===== config.mk =====
export PLATFORM = sky130hd
export DESIGN_NAME = twdl_cordic
export DESIGN_NICKNAME = d
export VERILOG_FILES = /design/src/fft_twdl_pkg.sv /design/src/twdl_cordic.sv
export SDC_FILE = /design/constraint.sdc
export NUM_CORES = 2
export LEC_CHECK = 0
export BUFFER_PORTS_ARGS = -buffer_cell sky130_fd_sc_hd__buf_2
export CAP_MARGIN = 40
export CORE_UTILIZATION = 61
export DETAILED_ROUTE_END_ITERATION = 16
export PLACE_DENSITY = 0.74
export SLEW_MARGIN = 20
export SYNTH_ARGS = -nofsm -noshare
export SYNTH_HDL_FRONTEND = slang
export SYNTH_SLANG_ARGS = --single-unit

===== constraint.sdc =====
create_clock -name clk -period 10.5 [get_ports clk]
set_clock_uncertainty 0.15 [all_clocks]
set_input_delay 1.05 -clock clk [delete_from_list [all_inputs] [get_ports clk]]
set_output_delay 1.05 -clock clk [all_outputs]
set_load 0.01 [all_outputs]

===== src/fft_twdl_pkg.sv =====
package fft_twdl_pkg;

	// ************************************************************
	// widths and latencies
	// ************************************************************

	localparam logic [2:0] LANES = 3'd5;
	localparam int W_DATA = 30;
	localparam int W_COEF = 16;
	localparam int COEF_FRAC = 14;	// q1.14, 16384 is 1.0.
	localparam int W_PROD = W_DATA + W_COEF;
	localparam int W_NUM = 12;
	localparam int W_PHASE = 16;
	localparam int W_WB = 32;

	localparam int CORDIC_STAGES = 14;
	localparam int CORDIC_GUARD = 4;	// extra fraction bits inside the rotator.
	localparam int CORDIC_HALF = 1 << (CORDIC_GUARD - 1);
	localparam int W_CX = W_COEF + CORDIC_GUARD + 1;
	localparam int W_CZ = W_PHASE + CORDIC_GUARD;	// 2^20 per turn.
	localparam int CORDIC_GAIN_INIT = 9948;	// 16384 / 1.647.

	localparam int COEF_LAT = 16;	// phase mult + 14 stages + output reg.
	localparam int TWDL_LAT = 18;

	localparam logic [1:0] REG_DEN = 2'd0;
	localparam logic [1:0] REG_STEP = 2'd1;
	localparam logic [1:0] REG_CNT = 2'd2;

	// ************************************************************
	// types
	// ************************************************************

	typedef logic signed [W_DATA-1:0] data_t;
	typedef logic signed [W_COEF-1:0] coef_t;
	typedef logic signed [W_PROD-1:0] prod_t;
	typedef logic [W_NUM-1:0] twdl_num_t;
	typedef logic [W_PHASE-1:0] phase_t;	// fraction of a full turn.

	typedef struct packed {
		data_t re;
		data_t im;
	} cplx_t;

	typedef struct packed {
		coef_t c_re;
		coef_t c_im;
	} coef_pair_t;

	typedef enum logic [1:0] {DIV_IDLE, DIV_RUN, DIV_DONE} div_state_t;

endpackage


===== src/twdl_cordic.sv =====
`timescale 1ns/1ps

module twdl_cordic import fft_twdl_pkg::*; (
	input  logic       clk,
	input  logic       rst_n,
	input  twdl_num_t  num,
	input  phase_t     step,
	output coef_pair_t coef
);

	typedef struct packed {
		logic signed [W_CX-1:0] x;
		logic signed [W_CX-1:0] y;
		logic signed [W_CZ-1:0] z;
	} rot_t;

	phase_t phase_q;
	logic [1:0] quad;
	logic signed [W_CX-1:0] x_init;
	rot_t fold;
	rot_t st_q [CORDIC_STAGES];
	rot_t last;

	// atan(2^-k) in units of 2^-20 turn.
	function automatic logic signed [W_CZ-1:0] atan_lut(input int k);
		logic signed [W_CZ-1:0] a;
		case (k)
			0: a = W_CZ'(131072);	// 45 degrees.
			1: a = W_CZ'(77376);
			2: a = W_CZ'(40884);
			3: a = W_CZ'(20753);
			4: a = W_CZ'(10417);
			5: a = W_CZ'(5213);
			6: a = W_CZ'(2607);
			7: a = W_CZ'(1304);
			8: a = W_CZ'(652);
			9: a = W_CZ'(326);
			10: a = W_CZ'(163);
			11: a = W_CZ'(81);
			12: a = W_CZ'(41);
			13: a = W_CZ'(20);
			default: a = '0;
		endcase
		return a;
	endfunction

	function automatic rot_t rot_step(input rot_t s, input int k);
		rot_t n;
		logic signed [W_CX-1:0] dx;
		logic signed [W_CX-1:0] dy;
		dx = s.x >>> k;
		dy = s.y >>> k;
		if (s.z[W_CZ-1]) begin	// residual negative, turn clockwise.
			n.x = s.x + dy;
			n.y = s.y - dx;
			n.z = s.z + atan_lut(k);
		end else begin
			n.x = s.x - dy;
			n.y = s.y + dx;
			n.z = s.z - atan_lut(k);
		end
		return n;
	endfunction

	always_ff @(posedge clk) begin
		if (!rst_n) begin
			phase_q <= '0;
		end else begin
			phase_q <= phase_t'(num * step);	// low bits wrap the turn.
		end
	end

	// ************************************************************
	// quadrant fold
	// ************************************************************

	assign quad = phase_q[W_PHASE-1 -: 2];
	assign x_init = W_CX'(CORDIC_GAIN_INIT << CORDIC_GUARD);

	always_comb begin
		fold.x = '0;
		fold.y = '0;
		fold.z = W_CZ'({phase_q[W_PHASE-3:0], {CORDIC_GUARD{1'b0}}});
		case (quad)
			2'd0: fold.x = x_init;
			2'd1: fold.y = x_init;	// start at 90 degrees.
			2'd2: fold.x = -x_init;
			default: fold.y = -x_init;
		endcase
	end

	// ************************************************************
	// rotation stages
	// ************************************************************

	always_ff @(posedge clk) begin
		st_q[0] <= rot_step(fold, 0);
		for (int k = 1; k < CORDIC_STAGES; k++) begin
			st_q[k] <= rot_step(st_q[k-1], k);
		end
	end

	assign last = st_q[CORDIC_STAGES-1];

	always_ff @(posedge clk) begin
		if (!rst_n) begin
			coef <= '0;
		end else begin
			coef.c_re <= coef_t'((last.x + CORDIC_HALF) >>> CORDIC_GUARD);
			coef.c_im <= coef_t'(-((last.y + CORDIC_HALF) >>> CORDIC_GUARD));	// e^-j.
		end
	end

endmodule


Word-level counts from Yosys, hierarchy flattened
Memory sizes are Yosys's and may differ from the RTL's.
Index checks and enable logic that the tools add are counted.
{"block": "word_totals", "ff_bits": 48, "ramBits": 868, "in_bits": 30, "out_inout_bits": 32, "memories": 1}
{"block": "classes", "add_sub_neg": 84, "multipliers": 1, "eq_ne": 2, "muxes": 41, "reduce_logical": 2}
{"memory": "st_q", "depth": 14, "word_bits": 62, "rd": 14, "rd_ports_with_merged_regs": 0, "wr": 14, "line_no": "twdl_cordic.sv:21", "source": "rot_t st_q [CORDIC_STAGES];"}
{"op": "2-to-1 mux 62 bit", "n": 13}
{"op": "2-to-1 mux 20 bit", "n": 26}
{"op": "adder 20 bit", "n": 13}
{"op": "subtractor 20 bit", "n": 13}
{"op": "case mux 21 bit (2 select lines)", "n": 2}
{"op": "adder 21 x 10 -> 21 bit", "n": 2}
{"op": "adder 21 x 11 -> 21 bit", "n": 2}
{"op": "adder 21 x 12 -> 21 bit", "n": 2}
{"op": "adder 21 x 13 -> 21 bit", "n": 2}
{"op": "adder 21 x 14 -> 21 bit", "n": 2}
{"op": "adder 21 x 15 -> 21 bit", "n": 2}
{"op": "adder 21 x 16 -> 21 bit", "n": 2}
{"op": "adder 21 x 17 -> 21 bit", "n": 2}
{"op": "adder 21 x 18 -> 21 bit", "n": 2}
{"op": "adder 21 x 19 -> 21 bit", "n": 2}
{"op": "adder 21 x 20 -> 21 bit", "n": 2}
{"op": "adder 21 x 8 -> 21 bit", "n": 2}
{"op": "adder 21 x 9 -> 21 bit", "n": 2}
{"op": "subtractor 21 x 10 -> 21 bit", "n": 2}
{"op": "subtractor 21 x 11 -> 21 bit", "n": 2}
{"op": "subtractor 21 x 12 -> 21 bit", "n": 2}
{"op": "subtractor 21 x 13 -> 21 bit", "n": 2}
{"op": "subtractor 21 x 14 -> 21 bit", "n": 2}
{"op": "subtractor 21 x 15 -> 21 bit", "n": 2}
{"op": "17 further kinds", "n": 25}

Longest topological paths before layout
{"block": "logic_depth", "word_depth": 4, "depth_mapped": 20, "depth_no_buf": 19}

Worst setup path after synthesis
Ideal clock, no wire load.
{"block": "synth_path", "kind": "input-to-reg", "startpoint": "input port num[5]", "endpoint": "register phase_q[15]", "setup_time_ps": 70, "t_arrival_ps": 5203, "required_ps": 10280, "slack_ps": 5076, "cell_stages": 17, "n_path_buf": 1, "path_cell_list": "clkbuf_1 -> nand2_1 -> fa_1 -> inv_1 -> fa_1 -> inv_1 -> fa_1 -> inv_1 -> fa_1 -> inv_1 -> fa_1 -> inv_1 -> ha_1 -> a211oi_1 -> o21ai_0 -> a31o_2 -> a21oi_1"}
{"block": "synth_between", "elab_chain_len": 1}
{"item": "from (decl)", "line_no": "twdl_cordic.sv:6", "source": "input twdl_num_t num,"}
{"item": "multiplier 12 x 16 -> 16 bit", "line_no": "twdl_cordic.sv:69", "source": "phase_q <= phase_t'(num * step);"}
{"item": "to (signal assigned)", "line_no": "twdl_cordic.sv:69"}
{"item": "to (decl)", "line_no": "twdl_cordic.sv:17", "source": "phase_t phase_q;"}
Every way passes these cells.
A chain may end at the register's enable or synchronous reset.

Worst setup path after layout
Same ends and word-level chain as after synthesis.

==> results.cfg <==
[run_status]
status = finished, final reports clean

[die]
core_sq_um = 95400
fp.dieW_um = 313
die_area_sq_um = 98100
num_rows = 113
io_pins = 62
die_y_um = 313
initial_core_util = 0.619

[clock_network]
numClockSinks = 803
cts_tree = done
cts_resized = 0
insertion_delay_ns = 0.67
cts_max_path_buffers = 3
root_buffer = clkbuf_16
clkTransAtPathRegs_ns = 0.06
hold_buffers = 0
numCtsBuffers = 90
cts_setup_buffers = 0
htree_levels = 3

[route]
drtAntennaViolNets = 0
dr.pass1.iters = 6
wl_per_cell_um = 16.3
drt_iter0_markers = 2919
drc_errors = 0
wl_mm = 134
viasPerCell = 5.84
vias = 48000

[grt]
grt.total_usage = 0.269
grt_pass1_wl_mm = 222
grt_start_max_net_pins = 48
grt_pass1_vias = 45700
antenna_found_initial = 0
globalRouteOverflowTotal = 0

[timing]
fmax_mhz = 195
setup_viol = 0
final_hold_viol_count = 0
tns_ns = 0
relSlewSlack = 0.417
fin_crit_sh = 0.488
min_period_ns = 5.13
rsz0062_at_grt = false
slew_viol_final = 0
worst_pin_slew_ns = 0.868

[finish]
regArea_sq_um = 16100
multi_input_area_sq_um = 40900
num-nets-final = 7794
nFillCells = 7983
syn2layout_area_growth_pct = 8.15
layout_commonest_cell = dfxtp_1
n_antenna_cell = 0
drive_above_1_share = 0.0521
final_cell_mix = dfxtp_1 (803), ha_1 (766), nor2_1 (625)

[synth]
ys_seq_area_frac = 0.272
synth_edf_count = 0
synth_area_sq_um = 59100
ys_seq_elements = 803
syn_area_per_cell_sq_um = 8.67
synthFlopType = dfxtp_1
yosysWarnings = 0
synth_cell_types = 102
synth_nets = 7722
async_reset_ff_frac = 0
netlist_instances = 6816

[hold_path]
hold_path.class = reg2reg
min_to = st_q[0][15]
hp-start = phase_q[11]
min_path_cells = 0

[critical_path]
timing.rr.start = st_q[0][58]
critPathKind = in2reg
regToRegSetupSlack_ns = 6.27
crit_start = num[5]
cp.required_ns = 10.93
ff2ff_path_depth = 12
worstPathArrival_ns = 5.56
end_kind = register
r2r_end = st_q[0][101]
startpoint_type = input port
worst-path-max-fanout = 11

[job]
maxCapViolations = 0

[place]
dp_hpwl_mm = 106
io_buffers = 61
routabilityCongestion = 0.916
[layer usage]
layer,vias to the layer above,track usage,share of wire
met4,0,0.0623,0.019
met1,22700,0.359,0.47
met3,176,0.0273,0.035
li1,24300,-,-
met2,843,0.467,0.48
met5,-,0,0
[how the worst max path moves through the flow]
stage,endpoint,depth (start not counted)
after floorplan,phase_q[15],17
after global placement,phase_q[15],17
after detailed placement,phase_q[15],17
after CTS,phase_q[15],17
after global routing,phase_q[15],17
final,phase_q[15],17
[cell type report]
cell class / instances / share of cell area
flip-flops and latches: 803 / 0.252
inverters: 461 / 0.0271
multi-input cells: 5457 / 0.640
well taps: 1265 / 0.0248
clock buffers: 119 / 0.0398
clock inverters: 48 / 0.00997
repair buffers: 75 / 0.00635
[logic make-up (layout without fill, tap and decap cells)]
kind of cell / after synthesis / in the layout / synth area share
xor+xnor: 907 / 907 / 0.134
flops: 803 / 803 / 0.272
fa+ha+maj: 876 / 876 / 0.200
simple gates: 1869 / 1869 / 0.154
mux: 76 / 76 / 0.0136
compound gates: 1729 / 1729 / 0.191
buf+inv: 556 / 703 / 0.0354
[state kept, by name, indices dropped and copies added (netlist names)]
| signal | count |
|---|---|
| coef | 32 |
| st_q | 755 |
| phase_q | 16 |
[metrics by stage]
stage	area [sq um]	setup slack [ns]	util	cells	hold WS, ns
after global placement	60700	4.69	0.636	8059	0.160
after floorplan	59100	5.08	-	6816	0.160
after CTS	63900	5.40	0.669	8226	0.162
after global routing	63900	5.07	0.669	8228	0.166
final	63900	5.37	0.669	8228	0.164
after detailed placement	60700	4.72	0.636	8059	0.162
[synthesized netlist by cell type (13+ instances only)]
| master | instances | area (sq um) |
|---|---|---|
| xnor2_1 | 591 | 5180 |
| o311ai_1 | 24 | 210 |
| ha_1 | 766 | 9580 |
| o31ai_1 | 40 | 300 |
| o211ai_1 | 22 | 165 |
| clkbuf_1 | 79 | 297 |
| nor3_1 | 217 | 1090 |
| a41o_1 | 17 | 170 |
| a31o_2 | 26 | 228 |
| a211oi_1 | 87 | 653 |
| mux2_2 | 35 | 394 |
| and3_1 | 40 | 250 |
| nand4_1 | 34 | 213 |
| or2_2 | 13 | 81.3 |
| xor2_1 | 316 | 2770 |
| a2111oi_0 | 14 | 123 |
| o21ai_1 | 43 | 215 |
| o21bai_1 | 69 | 518 |
| a31oi_1 | 74 | 463 |
| nand2_1 | 348 | 1310 |
| inv_1 | 460 | 1730 |
| o22ai_1 | 13 | 81.3 |
| o31a_1 | 16 | 140 |
| o21ai_0 | 233 | 1170 |
| a21o_1 | 208 | 1560 |
| a21oi_1 | 572 | 2860 |
| mux2i_1 | 41 | 410 |
| nor2_1 | 625 | 2350 |
| nand2b_1 | 72 | 450 |
| buf_1 | 15 | 56.3 |
| or4_1 | 13 | 97.6 |
| o21a_1 | 88 | 661 |
| nor3b_1 | 31 | 233 |
| a211o_1 | 34 | 298 |
| nor4_1 | 33 | 206 |
| nor2b_1 | 90 | 563 |
| or3_1 | 75 | 469 |
| dfxtp_1 | 803 | 16100 |
| nand3_1 | 143 | 716 |
| fa_1 | 110 | 2200 |
| and2_1 | 86 | 538 |
| o2111ai_1 | 23 | 201 |
[critical path, stage by stage]
cell,delay (ns)
buf_2,0.25
nand2_1,0.13
fa_1,0.55
inv_1,0.05
fa_1,0.46
ha_1,0.33
fa_1,0.53
inv_1,0.05
fa_1,0.52
inv_1,0.04
ha_1,0.34
a21oi_1,0.15
o21ai_0,0.16
a211oi_1,0.37
o21ai_0,0.21
a31o_2,0.23
a21oi_1,0.12
Power is not shown: default switching activity piles up to over one toggle a cycle in this logic, so the estimate is an artifact.
