### config.mk
export PLATFORM = sky130hd
export DESIGN_NAME = twdl_cfg_wb
export DESIGN_NICKNAME = d
export VERILOG_FILES = /design/src/fft_twdl_pkg.sv /design/src/twdl_cfg_wb.sv /design/src/twdl_recip_div.sv
export SDC_FILE = /design/constraint.sdc
export NUM_CORES = 1
export LEC_CHECK = 0
export ABC_AREA = 1
export BUFFER_PORTS_ARGS = -buffer_cell sky130_fd_sc_hd__buf_2
export CELL_PAD_IN_SITES_DETAIL_PLACEMENT = 0
export CELL_PAD_IN_SITES_GLOBAL_PLACEMENT = 1
export CORE_MARGIN = 5
export CORE_UTILIZATION = 40
export DETAILED_ROUTE_END_ITERATION = 12
export PLACE_DENSITY = 0.89
export SETUP_SLACK_MARGIN = 0.02
export SLEW_MARGIN = 10
export SYNTH_ARGS = -nofsm -noshare
export SYNTH_HDL_FRONTEND = slang
export SYNTH_HIERARCHICAL = 1
export SYNTH_SLANG_ARGS = --single-unit
### constraint.sdc
create_clock -name clk -period 3.6 [get_ports clk]
set_input_delay 0.18 -clock clk [delete_from_list [all_inputs] [get_ports clk]]
set_output_delay 0.18 -clock clk [all_outputs]
set_load 0.01 [all_outputs]
### src/fft_twdl_pkg.sv
package fft_twdl_pkg;

	// ************************************************************
	// widths and latencies
	// ************************************************************

	localparam logic [2:0] LANES = 3'd5;
	localparam int W_DATA = 30;
	localparam int W_COEF = 16;
	localparam int COEF_FRAC = 14;	// q1.14, 16384 is 1.0.
	localparam int W_PROD = W_DATA + W_COEF;
	localparam int W_NUM = 12;
	localparam int W_PHASE = 16;
	localparam int W_WB = 32;

	localparam int CORDIC_STAGES = 14;
	localparam int CORDIC_GUARD = 4;	// extra fraction bits inside the rotator.
	localparam int CORDIC_HALF = 1 << (CORDIC_GUARD - 1);
	localparam int W_CX = W_COEF + CORDIC_GUARD + 1;
	localparam int W_CZ = W_PHASE + CORDIC_GUARD;	// 2^20 per turn.
	localparam int CORDIC_GAIN_INIT = 9948;	// 16384 / 1.647.

	localparam int COEF_LAT = 16;	// phase mult + 14 stages + output reg.
	localparam int TWDL_LAT = 18;

	localparam logic [1:0] REG_DEN = 2'd0;
	localparam logic [1:0] REG_STEP = 2'd1;
	localparam logic [1:0] REG_CNT = 2'd2;

	// ************************************************************
	// types
	// ************************************************************

	typedef logic signed [W_DATA-1:0] data_t;
	typedef logic signed [W_COEF-1:0] coef_t;
	typedef logic signed [W_PROD-1:0] prod_t;
	typedef logic [W_NUM-1:0] twdl_num_t;
	typedef logic [W_PHASE-1:0] phase_t;	// fraction of a full turn.

	typedef struct packed {
		data_t re;
		data_t im;
	} cplx_t;

	typedef struct packed {
		coef_t c_re;
		coef_t c_im;
	} coef_pair_t;

	typedef enum logic [1:0] {DIV_IDLE, DIV_RUN, DIV_DONE} div_state_t;

endpackage

### src/twdl_cfg_wb.sv
`timescale 1ns/1ps

module twdl_cfg_wb import fft_twdl_pkg::*; (
	input  logic            clk,
	input  logic            rst_n,
	input  logic            cyc,
	input  logic            stb,
	input  logic            we,
	input  logic [1:0]      adr,
	input  logic [W_WB-1:0] dat_w,
	output logic [W_WB-1:0] dat_r,
	output logic            ack,
	input  logic            out_val,
	output phase_t          step
);

	logic req;
	logic den_wr;
	logic div_start;
	logic div_done;
	logic den_wait;
	logic ack_q;
	twdl_num_t den_q;
	logic [W_WB-1:0] smp_cnt;

	assign req = cyc && stb && !ack;
	assign den_wr = req && we && (adr == REG_DEN);
	assign div_start = den_wr && !den_wait;
	assign ack = ack_q || (den_wait && div_done);	// denominator write ends on done.

	twdl_recip_div u_div (
		.clk   (clk),
		.rst_n (rst_n),
		.start (div_start),
		.den   (dat_w[W_NUM-1:0]),
		.step  (step),
		.done  (div_done)
	);

	always_ff @(posedge clk) begin
		if (!rst_n) begin
			ack_q <= 1'b0;
			den_wait <= 1'b0;
			den_q <= W_NUM'(1);
			dat_r <= '0;
		end else begin
			ack_q <= req && !den_wr;
			if (div_start) begin
				den_wait <= 1'b1;
				den_q <= dat_w[W_NUM-1:0];
			end else if (div_done) begin
				den_wait <= 1'b0;
			end
			if (req && !we) begin
				case (adr)
					REG_DEN: dat_r <= W_WB'(den_q);
					REG_STEP: dat_r <= W_WB'(step);
					REG_CNT: dat_r <= smp_cnt;
					default: dat_r <= '0;
				endcase
			end
		end
	end

	always_ff @(posedge clk) begin
		if (!rst_n) begin
			smp_cnt <= '0;
		end else if (req && we && (adr == REG_CNT)) begin
			smp_cnt <= '0;
		end else if (out_val) begin
			smp_cnt <= smp_cnt + 1'b1;	// wraps.
		end
	end

endmodule

### src/twdl_recip_div.sv
`timescale 1ns/1ps

module twdl_recip_div import fft_twdl_pkg::*; (
	input  logic      clk,
	input  logic      rst_n,
	input  logic      start,
	input  twdl_num_t den,
	output phase_t    step,
	output logic      done
);

	div_state_t state;
	twdl_num_t den_q;
	twdl_num_t rem;
	phase_t quo;
	logic [$clog2(W_PHASE)-1:0] bit_cnt;
	logic [W_NUM:0] rem_sh;
	logic fits;

	assign rem_sh = {rem, 1'b0};
	assign fits = (rem_sh >= {1'b0, den_q});	// den of 1 keeps every bit set.
	assign done = (state == DIV_DONE);

	always_ff @(posedge clk) begin
		if (!rst_n) begin
			state <= DIV_IDLE;
			step <= '1;	// 65536/1 saturated.
			bit_cnt <= '0;
		end else begin
			case (state)
				DIV_IDLE: begin
					if (start) begin
						state <= DIV_RUN;
						bit_cnt <= '0;
					end
				end
				DIV_RUN: begin
					bit_cnt <= bit_cnt + 1'b1;
					if (bit_cnt == W_PHASE - 1) begin
						state <= DIV_DONE;
						step <= (den_q == '0) ? '0 : {quo[W_PHASE-2:0], fits};
					end
				end
				default: state <= DIV_IDLE;
			endcase
		end
	end

	// restoring datapath, one quotient bit per cycle.
	always_ff @(posedge clk) begin
		if (state == DIV_IDLE && start) begin
			den_q <= den;
			rem <= W_NUM'(1);	// remainder after the leading bit of 2^16.
			quo <= '0;
		end else if (state == DIV_RUN) begin
			rem <= fits ? W_NUM'(rem_sh - {1'b0, den_q}) : rem_sh[W_NUM-1:0];
			quo <= {quo[W_PHASE-2:0], fits};
		end
	end

endmodule

== Word level (Yosys, flattened, before mapping) ==
Cells that the tools add are included.

* $add $sub $neg: 3
* Bitwise operators: 1
* Order comparisons: 1
* Equal/unequal tests: 7
* Mux-type cells: 10
* Reduce and logical (&&, ||, !) cells: 24

{| class="wikitable"
|+ Operators by type and width
! kind !! count
|-
| $pmux 32 s3 || 1
|-
| $add 32x1->32 const B || 1
|-
| $mux 16 || 1
|-
| $ge 13x12->1 || 1
|-
| $logic_not 12->1 || 1
|-
| $mux 12 || 1
|-
| $sub 12x12->12 || 1
|-
| $logic_and 1x1->1 || 10
|-
| $pmux 4 s2 || 1
|-
| $reduce_and 2->1 || 3
|-
| $add 4x1->4 const B || 1
|-
| $eq 2x1->1 const B || 2
|-
| $eq 2x2->1 const B || 2
|-
| $eq 4x4->1 const B || 1
|-
| $logic_not 1->1 || 4
|-
| $logic_not 2->1 || 2
|-
| $mux 2 || 2
|-
| $mux 4 || 1
|-
| $ne 2x1->1 const B || 2
|-
| $pmux 2 s2 || 1
|-
| $reduce_bool 2->1 || 2
|-
| $mux 1 || 2
|-
| $reduce_or 2->1 || 1
|-
| $logic_or 1x1->1 || 1
|-
| $not 1->1 || 1
|}

* Output and inout port bits: 49
* Bits in registers: 139
* Bits of input ports: 40

== Logic depth before layout (Yosys ltp) ==
Gate-level depths: netlist of run 1.

* Depth in word-level cells: 10
* Mapped depth: 14
* Gate-level depth less buffers: 14

== By module ==
The synthesis of run 1 kept the hierarchy.

{| class="wikitable"
|+ By module, submodules not included
! module !! instances !! area an instance (µm²) !! sequential area each (µm²) !! cells an instance
|-
| twdl_cfg_wb || 1 || 3,580.9 || 1,561.5 || 517
|-
| twdl_recip_div || 1 || 3,029.2 || 1,341.3 || 411
|}

== Worst setup path after synthesis of run 1 ==
No wires, ideal clock.

* Path type: reg2reg
* Start point: register u_div.state[1]
* End point: register u_div.quo[1]
* Arrival time: 2.675 ns
* Clock period less this slack: 2.796 ns
* Cell stages (with the launch flop): 15
* Buffers on the path: 2
* Setup time: 0.120 ns
* Data required time: 3.480 ns
* Setup slack: 0.804 ns
* Cell sequence: dfxtp_1 > inv_1 > nor2_1 > nand2_2 > nand2_2 > nor2_4 > nand3_1 > nor2_2 > buf_4 > inv_1 > nor3_1 > nor2_2 > inv_1 > buf_4 > o22ai_1

* Longest elaborated chain between the ends: 9

{| class="wikitable"
|+ RTL lines
! item !! line !! source
|-
| start, declared || twdl_recip_div.sv:12 || <nowiki>div_state_t state;</nowiki>
|-
| start signal, assigned || twdl_recip_div.sv:26 || <nowiki>state <= DIV_IDLE;</nowiki>
|-
| start signal, assigned || twdl_recip_div.sv:33 || <nowiki>state <= DIV_RUN;</nowiki>
|-
| start signal, assigned || twdl_recip_div.sv:40 || <nowiki>state <= DIV_DONE;</nowiki>
|-
| $eq 2x2->1 || twdl_recip_div.sv:22 || <nowiki>assign done = (state == DIV_DONE);</nowiki>
|-
| via div_done || twdl_cfg_wb.sv:20 || <nowiki>logic div_done;</nowiki>
|-
| $logic_and 1x1->1 || twdl_cfg_wb.sv:29 || <nowiki>assign ack = ack_q || (den_wait && div_done);</nowiki>
|-
| $logic_or 1x1->1 || twdl_cfg_wb.sv:29 ||
|-
| via ack || twdl_cfg_wb.sv:12 || <nowiki>output logic ack,</nowiki>
|-
| $logic_not 1->1 || twdl_cfg_wb.sv:26 || <nowiki>assign req = cyc && stb && !ack;</nowiki>
|-
| $logic_and 1x1->1 || twdl_cfg_wb.sv:26 ||
|-
| $logic_and 1x1->1 (2 in a row) || twdl_cfg_wb.sv:27 || <nowiki>assign den_wr = req && we && (adr == REG_DEN);</nowiki>
|-
| $logic_and 1x1->1 || twdl_cfg_wb.sv:28 || <nowiki>assign div_start = den_wr && !den_wait;</nowiki>
|-
| via div_start || twdl_cfg_wb.sv:19 || <nowiki>logic div_start;</nowiki>
|-
| $logic_and 1x1->1 || twdl_recip_div.sv:51 || <nowiki>if (state == DIV_IDLE && start) begin</nowiki>
|-
| end signal, assigned || twdl_recip_div.sv:57 || <nowiki>quo <= {quo[W_PHASE-2:0], fits};</nowiki>
|-
| end, declared || twdl_recip_div.sv:15 || <nowiki>phase_t quo;</nowiki>
|}

The timed path passes the listed nets, and every way through them passes these cells.
A chain may end at the register's enable or synchronous reset.

== Worst setup path in the final report of run 1 ==
* Start point: register u_div.den_q[1]
* End point: register u_div.rem[10]

* Longest elaborated chain between the ends: 2

{| class="wikitable"
|+ RTL lines
! item !! line !! source
|-
| start, declared || twdl_recip_div.sv:13 || <nowiki>twdl_num_t den_q;</nowiki>
|-
| start signal, assigned || twdl_recip_div.sv:52 || <nowiki>den_q <= den;</nowiki>
|-
| $sub 12x12->12 or $ge 13x12->1 (tied branches) || twdl_recip_div.sv:56, twdl_recip_div.sv:21 ||
|-
| $mux 12 * || twdl_recip_div.sv:56 || <nowiki>rem <= fits ? W_NUM'(rem_sh - {1'b0, den_q}) : rem_sh[W_NUM-1:0];</nowiki>
|-
| end signal, assigned || twdl_recip_div.sv:56 ||
|-
| end, declared || twdl_recip_div.sv:14 || <nowiki>twdl_num_t rem;</nowiki>
|}

Mark *: on every way between the ends. The rest lies on a longest branch, timed or not.

==> qor.txt, run 1 <==
Arr. time, crit path = 2820 ps
Layout Nets = 1056
RSZ-0062 raised after global routing = false
Clk slew on worst S/H paths = 60 ps
DR DRC count = 0
Avg WL per Cell = 14.0 um
Hold_ws = 113 ps
# setup viols final = 0
Die width = 139 um
Peak supply drop = 0.347 mV
Layout Skew = 10.9 ps
Critical R2R Launch = u_div/den_q[1]$_DFFE_PP_
Ant. Diodes = 0
Data required, critical path = 3920 ps
Pwr Density = 571 nW/um2
EDFF count, synth = 12
Cell count after synthesis = 928
Detailed Route WL = 17200 um
Placer Congestion = 0.871
Ys flop type = dfxtp_1
Share of layout cells above drive strength 1 = 13.0%
Largest net degree at the start of global routing = 37
Share of the synthesized area in the top cell type = 38.5%
#FFs+latches synth = 139
Most frequent CP cell = nand2_1
Area growth, synth to finish = 17.9%
Final instance area = 7790 um2
Cells after DPL = 1190
Min Tclk post-route = 2500 ps
Synth Warn # = 6
Core Area = 16400 um2
Remaining global-route overflow = 0
Hold path start = out_val
Sequential share of the synthesized area = 43.9%
Worst Hold Class = in2reg
Setup TNS = 0 ps
Syn_area_per_cell = 7.12 um2
Worst skew pair latency = 430 ps
Dpl hpwl = 12400 um
Maxcap violations = 0
Worst-case clock buffer depth = 2
Via count = 6054
CP Cell Sequence = inv_1 > ha_1 > ha_1 > nand2_1 > nor3_1 > nand3_1 > nand3_2 > nand2_1 > nand3_1 > nand2_1
# clock sinks = 139
Post-synth top cells = nand2_1 (280), dfxtp_1 (127), inv_1 (100), nor2_1 (95), nand3_1 (79)
Slowest CP cell = nand3_1
Final Hold Violating Endpoints = 0
Crit Path Category = reg2reg
Routed Antenna Nets = 0
Yosys cell types = 38
Period utilisation layout = 69.5%
Actual slew at the worst max-slew pin = 913 ps
Die ar. = 19200 um2
Setup Buffers After CTS = 0
Fin cells = 1234
Ys async rst share = 0%
Area post-placement = 7090 um2
Maximum clock rate = 0.399 GHz
IO Count = 89
Area leader, netlist = dfxtp_1
Max incr delay on CP = 460 ps
Initial antenna violation count = 0
Die extent in y = 139 um
Post-Syn Area = 6610 um2
CTS tree = yes
CTS Buf Count = 17
Synth area leaders = dfxtp_1 (38%), nand2_1 (16%), nand3_1 (6.0%), inv_1 (5.7%), edfxtp_1 (5.5%)
P_leak = 3.40 nW
Fillers = 1668
GRT Total Usage = 18.4%
DRT iter0 DRCs = 402
Slew Limit Fails = 0
Via/cell ratio = 4.91
Worst Path Max Fanout = 14
CP Launch Type = register
Status = complete, no violations
Row count = 47
Global-route wire length before repair = 28900 um
# H-tree levels = 4
Starting density of the core = 40.3%
Syn_nets = 983
Most common cell in the netlist = nand2_1
Root buffer cell = clkbuf_16
1st-pass router iterations = 5
CP endpoint kind = register
Relative slew slack = 39.1%
PortBufs = 68
Crit path from = u_div/den_q[1]$_DFFE_PP_
Vias in the first global route = 5646
[through the flow]
stage / utilization [%] / power (W) / setup slack (ps)
after global placement: 43.2 / 0.00275 / 1190
after detailed placement: 43.2 / 0.00275 / 1170
after CTS: 47.5 / 0.00447 / 1110
after global routing: 47.5 / 0.00474 / 863
after floorplan: - / 0.00256 / 804
final: 47.5 / 0.00445 / 1100
[registers in the layout (all words and copies together) (netlist names)]
name / cells
den_wait: 1
u_div/den_q: 12
ack_q: 1
u_div/state: 2
u_div/rem: 12
u_div/bit_cnt: 4
u_div/quo: 15
smp_cnt: 32
dat_r: 32
den_q: 12
u_div/step: 16
[metal layers]
layer  global-route usage (%)  routed length (um)
met5                        0                   0
met2                     25.8                7000
met3                     4.38                 939
met4                     7.23                 388
met1                     27.3                8890
[worst max-delay path: cells and delay by family (launching register included)]
family        cells  cell delay [ps]
simple gates      7             1460
fa+ha+maj         2              470
buf+inv           1               60
flops             1              390
[path summary, 6_finish.rpt]
check / to / slack, ps / depth (start not counted)
worst min-delay path: smp_cnt[1]$_SDFFE_PP0P_ / 110 / 3
worst min register to register: u_div/step[1]$_SDFFE_PN1P_ / 440 / 2
worst max register to register: u_div/rem[10]$_SDFFE_PP0P_ / 1100 / 10
worst max-delay path: u_div/rem[10]$_SDFFE_PP0P_ / 1100 / 10
[cell usage in the layout (no fill, tap or decap), types with 13 or more instances in the layout]
cell,instances
clkbuf_16,19
nand4_1,20
a21oi_1,66
dfxtp_1,127
buf_2,68
inv_1,100
nand2_1,280
ha_1,14
o21ai_0,23
nor2_1,95
nand3_1,79
o22ai_1,13
[final cells by class]
cell class / count / area, um2 / area share (%)
multi-input combinational: 650 / 3120 / 40.0
sequential: 139 / 2900 / 37.2
timing repair buffer: 87 / 513 / 6.58
clock buffer: 21 / 493 / 6.32
inverter: 106 / 398 / 5.10
tap: 220 / 275 / 3.53
clock inverter: 11 / 91.3 / 1.17
[repair_timing]
action                    CTS  global route
hold endpoints to repair   14             0
gates resized for setup     0             0
hold buffers               12             0
[power breakdown]
part | internal, W | switching [W]
clock | 0.00104 | 0.000662
combinational | 0.000352 | 0.000595
sequential | 0.00170 | 0.0000955
total | 0.00310 | 0.00135
[cell families after synthesis]
| kind of cell | Yosys count | share of synthesized area (%) |
|---|---|---|
| AO/OA/AOI/OAI | 114 | 9.58 |
| XOR/XNOR | 12 | 1.59 |
| adder cells (fa/ha/maj) | 15 | 2.95 |
| buffers and inverters | 139 | 8.93 |
| flip-flops | 139 | 43.9 |
| AND/OR/NAND/NOR | 509 | 33.0 |
Power figures use the tool's default switching activity.
==> run 2, diff against run 1 <==
--- a/config.mk
+++ b/config.mk
@@ -5,14 +5,14 @@
 export SDC_FILE = /design/constraint.sdc
 export NUM_CORES = 1
 export LEC_CHECK = 0
-export ABC_AREA = 1
+export ABC_AREA = 0
 export BUFFER_PORTS_ARGS = -buffer_cell sky130_fd_sc_hd__buf_2
 export CELL_PAD_IN_SITES_DETAIL_PLACEMENT = 0
 export CELL_PAD_IN_SITES_GLOBAL_PLACEMENT = 1
 export CORE_MARGIN = 5
 export CORE_UTILIZATION = 40
 export DETAILED_ROUTE_END_ITERATION = 12
-export PLACE_DENSITY = 0.89
+export PLACE_DENSITY = 0.86
 export SETUP_SLACK_MARGIN = 0.02
 export SLEW_MARGIN = 10
 export SYNTH_ARGS = -nofsm -noshare
==> constraint.sdc (replaced) <==
create_clock -name clk -period 2.34 [get_ports clk]
set_input_delay 0.117 -clock clk [delete_from_list [all_inputs] [get_ports clk]]
set_output_delay 0.117 -clock clk [all_outputs]
set_load 0.01 [all_outputs]
==> qor.txt, run 2 <==
EDFF count, synth = 12 (unchanged)
Cell count after synthesis = 709 (was 928)
Total power draw = 0.00681 W (was 0.00445 W)
Initial antenna violation count = 0 (unchanged)
Share of layout cells above drive strength 1 = 17.1% (was 13.0%)
Yosys cell types = 54 (was 38)
Area leader, netlist = dfxtp_1 (unchanged)
Share of the synthesized area in the top cell type = 40.8% (was 38.5%)
Largest net degree at the start of global routing = 37 (unchanged)
Actual slew at the worst max-slew pin = 1130 ps (was 913 ps)
Post-Synth XOR/XNOR Area = 2.25% (was 1.59%)
Crit Path Category = reg2reg (unchanged)
Row count = 45 (was 47)
Relative slew slack = 24.8% (was 39.1%)
Sequential share of the synthesized area = 46.5% (was 43.9%)
Die width = 135 um (was 139 um)
# clock sinks = 139 (unchanged)
Synth area leaders = dfxtp_1 (41%), edfxtp_1 (5.8%), nand2_1 (5.0%), mux2i_1 (4.2%), nor2_1 (4.1%) (was dfxtp_1 (38%), nand2_1 (16%), nand3_1 (6.0%), inv_1 (5.7%), edfxtp_1 (5.5%))
Pwr Density = 901 nW/um2 (was 571 nW/um2)
# setup viols final = 0 (unchanged)
Starting density of the core = 40.9% (was 40.3%)
1st-pass router iterations = 5 (unchanged)
Ys flop type = dfxtp_1 (unchanged)
Area growth, synth to finish = 21.1% (was 17.9%)
Global-route wire length before repair = 25000 um (was 28900 um)
Internal Pwr Total = 0.00481 W (was 0.00310 W)
CP Launch Type = register (unchanged)
Core Area = 15300 um2 (was 16400 um2)
DRT iter0 DRCs = 336 (was 402)
Die ar. = 18200 um2 (was 19200 um2)
Synth Area in Compound Gates = 17.6% (was 9.58%)
CTS tree = yes (unchanged)
Layout Nets = 839 (was 1056)
Slew Limit Fails = 0 (unchanged)
CTS Buf Count = 17 (unchanged)
Seq. cell area = 2900 um2 (unchanged)
Comb pwr share = 19.2% (was 21.3%)
Ys async rst share = 0% (unchanged)
Worst Path Max Fanout = 6 (was 14)
PortBufs = 68 (unchanged)
Worst Hold Class = in2reg (unchanged)
Period utilisation layout = 93.0% (was 69.5%)
Main combinational cell family by area after synthesis = simple AND/OR/NAND/NOR gates (unchanged)
CP endpoint kind = register (unchanged)
Ant. Diodes = 0 (unchanged)
Simple-Gate Fraction of Synth Area = 21.5% (was 33.0%)
Via count = 5330 (was 6054)
Detailed Route WL = 15500 um (was 17200 um)
Synth Area in Adders = 3.13% (was 2.95%)
Avg WL per Cell = 15.3 um (was 14.0 um)
Area taken by multi-input logic gates = 3060 um2 (was 3120 um2)
Fillers = 1458 (was 1668)
Root buffer cell = clkbuf_16 (unchanged)
Maxcap violations = 0 (unchanged)
Syn_nets = 764 (was 983)
Maximum clock rate = 0.460 GHz (was 0.399 GHz)
Fin cells = 1008 (was 1234)
Arr. time, crit path = 2480 ps (was 2820 ps)
Syn_area_per_cell = 8.80 um2 (was 7.12 um2)
Status = complete, no violations (unchanged)
Vias in the first global route = 4844 (was 5646)
Most frequent cells in the layout = dfxtp_1 (127), nand2_1 (83), nor2_1 (68), buf_2 (68), a21oi_1 (49) (was nand2_1 (280), dfxtp_1 (127), inv_1 (100), nor2_1 (95), nand3_1 (79))
Post-synth top cells = dfxtp_1 (127), nand2_1 (83), nor2_1 (68), a21oi_1 (49), nand3_1 (36) (was nand2_1 (280), dfxtp_1 (127), inv_1 (100), nor2_1 (95), nand3_1 (79))
Routed Antenna Nets = 0 (unchanged)
Final Util = 49.5% (was 47.5%)
Synth Warn # = 6 (unchanged)
Final Hold Violating Endpoints = 0 (unchanged)
Mux cell area share after synthesis = 4.17% (was 0%)
RSZ-0062 raised after global routing = false (unchanged)
Placer Congestion = 0.844 (was 0.871)
Most common cell after layout, fill and taps aside = dfxtp_1 (was nand2_1)
Reg2Reg Setup Slack = 160 ps (was 1100 ps)
# H-tree levels = 4 (unchanged)
Sequential share of power = 41.3% (was 40.4%)
Most common cell in the netlist = dfxtp_1 (was nand2_1)
Via/cell ratio = 5.29 (was 4.91)
Setup TNS = 0 ps (unchanged)
Clk slew on worst S/H paths = 60 ps (about the same)
Min Tclk post-route = 2180 ps (was 2500 ps)
Data required, critical path = 2640 ps (was 3920 ps)
GRT Total Usage = 17.1% (was 18.4%)
IO Count = 89 (unchanged)
Post-Syn Area = 6240 um2 (was 6610 um2)
Remaining global-route overflow = 0 (unchanged)
Die extent in y = 135 um (was 139 um)
Peak supply drop = 0.548 mV (was 0.347 mV)
Switching share of power = 29.3% (was 30.4%)
Cells after DPL = 963 (was 1190)
P_leak = 2.83 nW (was 3.40 nW)
#FFs+latches synth = 139 (unchanged)
DR DRC count = 0 (unchanged)
Worst-case clock buffer depth = 2 (unchanged)
Post_cts resized = 0 (unchanged)
Biggest regs = dat_r (32), smp_cnt (32), u_div/step (16) (unchanged)
Dpl hpwl = 10900 um (was 12400 um)
Psw = 0.00200 W (was 0.00135 W)
Clock power frac = 39.5% (was 38.3%)
Worst skew pair latency = 420 ps (was 430 ps)
Layout Skew = 5.41 ps (was 10.9 ps)
run 2: changes by cell type in the layout (fill, tap and decap cells not counted), sizes merged, moves of 16 or more:
cell and change:
nand2 -202, inv -77, nand3 -44, nor2 -37, mux2i +26, a221o +17
o211ai +16
run 2: metal layers:
layer,vias to the layer above,wire (um),track usage (%),part of all wire (%)
li1,2707,-,-,-
met3,16,794,3.50,5.1
met2,133,6720,25.9,43
met1,2474,7760,24.5,50
met4,0,188,5.43,1.2
met5,-,0,0,0
run 2: critical path, stage by stage (launching register included):
cell	delay, ps
edfxtp_1	350
inv_1	60
ha_1	360
a21oi_2	220
o21ai_1	140
nor2_1	150
a21oi_2	80
or2_1	340
a311o_1	380
run 2: worst paths after layout:
check | startpoint | endpoint | cells after the start
setup / recovery | u_div/den_q[8]$_DFFE_PP_ | u_div/rem[0]$_SDFFE_PP1P_ | 8
hold / removal | out_val | smp_cnt[0]$_SDFFE_PP0P_ | 3
setup reg to reg | u_div/den_q[8]$_DFFE_PP_ | u_div/rem[0]$_SDFFE_PP1P_ | 8
hold reg to reg | dat_r[26]$_SDFFE_PN0P_ | dat_r[26]$_SDFFE_PN0P_ | 2
run 2: final cells by class:
class / instances / share of cell area [%]
tap: 211 / 3.49
timing repair buffer: 103 / 8.41
multi-input combinational: 498 / 40.5
clock buffer: 18 / 5.81
sequential: 139 / 38.4
inverter: 25 / 1.24
clock inverter: 14 / 2.12
run 2: power by group through the flow:
stage / registers, W / clock network, W / logic (W)
2_1_floorplan: 0.00279 / 0 / 0.00100
3_3_place_gp: 0.00286 / 0 / 0.00127
3_5_place_dp: 0.00286 / 0 / 0.00128
4_1_cts: 0.00281 / 0.00273 / 0.00130
5_1_grt: 0.00283 / 0.00284 / 0.00147
6_report: 0.00281 / 0.00269 / 0.00131
run 2: cell families after synthesis:
kind of cell               after synthesis
DFF                                    139
muxes                                   26
buffers and inverters                   72
AOI/OAI and AO/OA                      161
xor gates and xnor gates                16
adders and majority gates               15
and+or+nand+nor                        280
run 2: timing repair:
| action | in CTS | in global routing |
|---|---|---|
| setup buffers | 0 | 0 |
| hold endpoints to repair | 23 | 0 |
| hold buffers | 13 | 0 |
run 2: metrics by stage:
stage               area, um2  hold WS, ps  setup WS, ps
finish                   7550          110           165
global route             7550          144          32.1
CTS                      7550         96.8           155
detailed placement       6830          333           161
global placement         6830          329           181
floorplan                6250          179          33.7
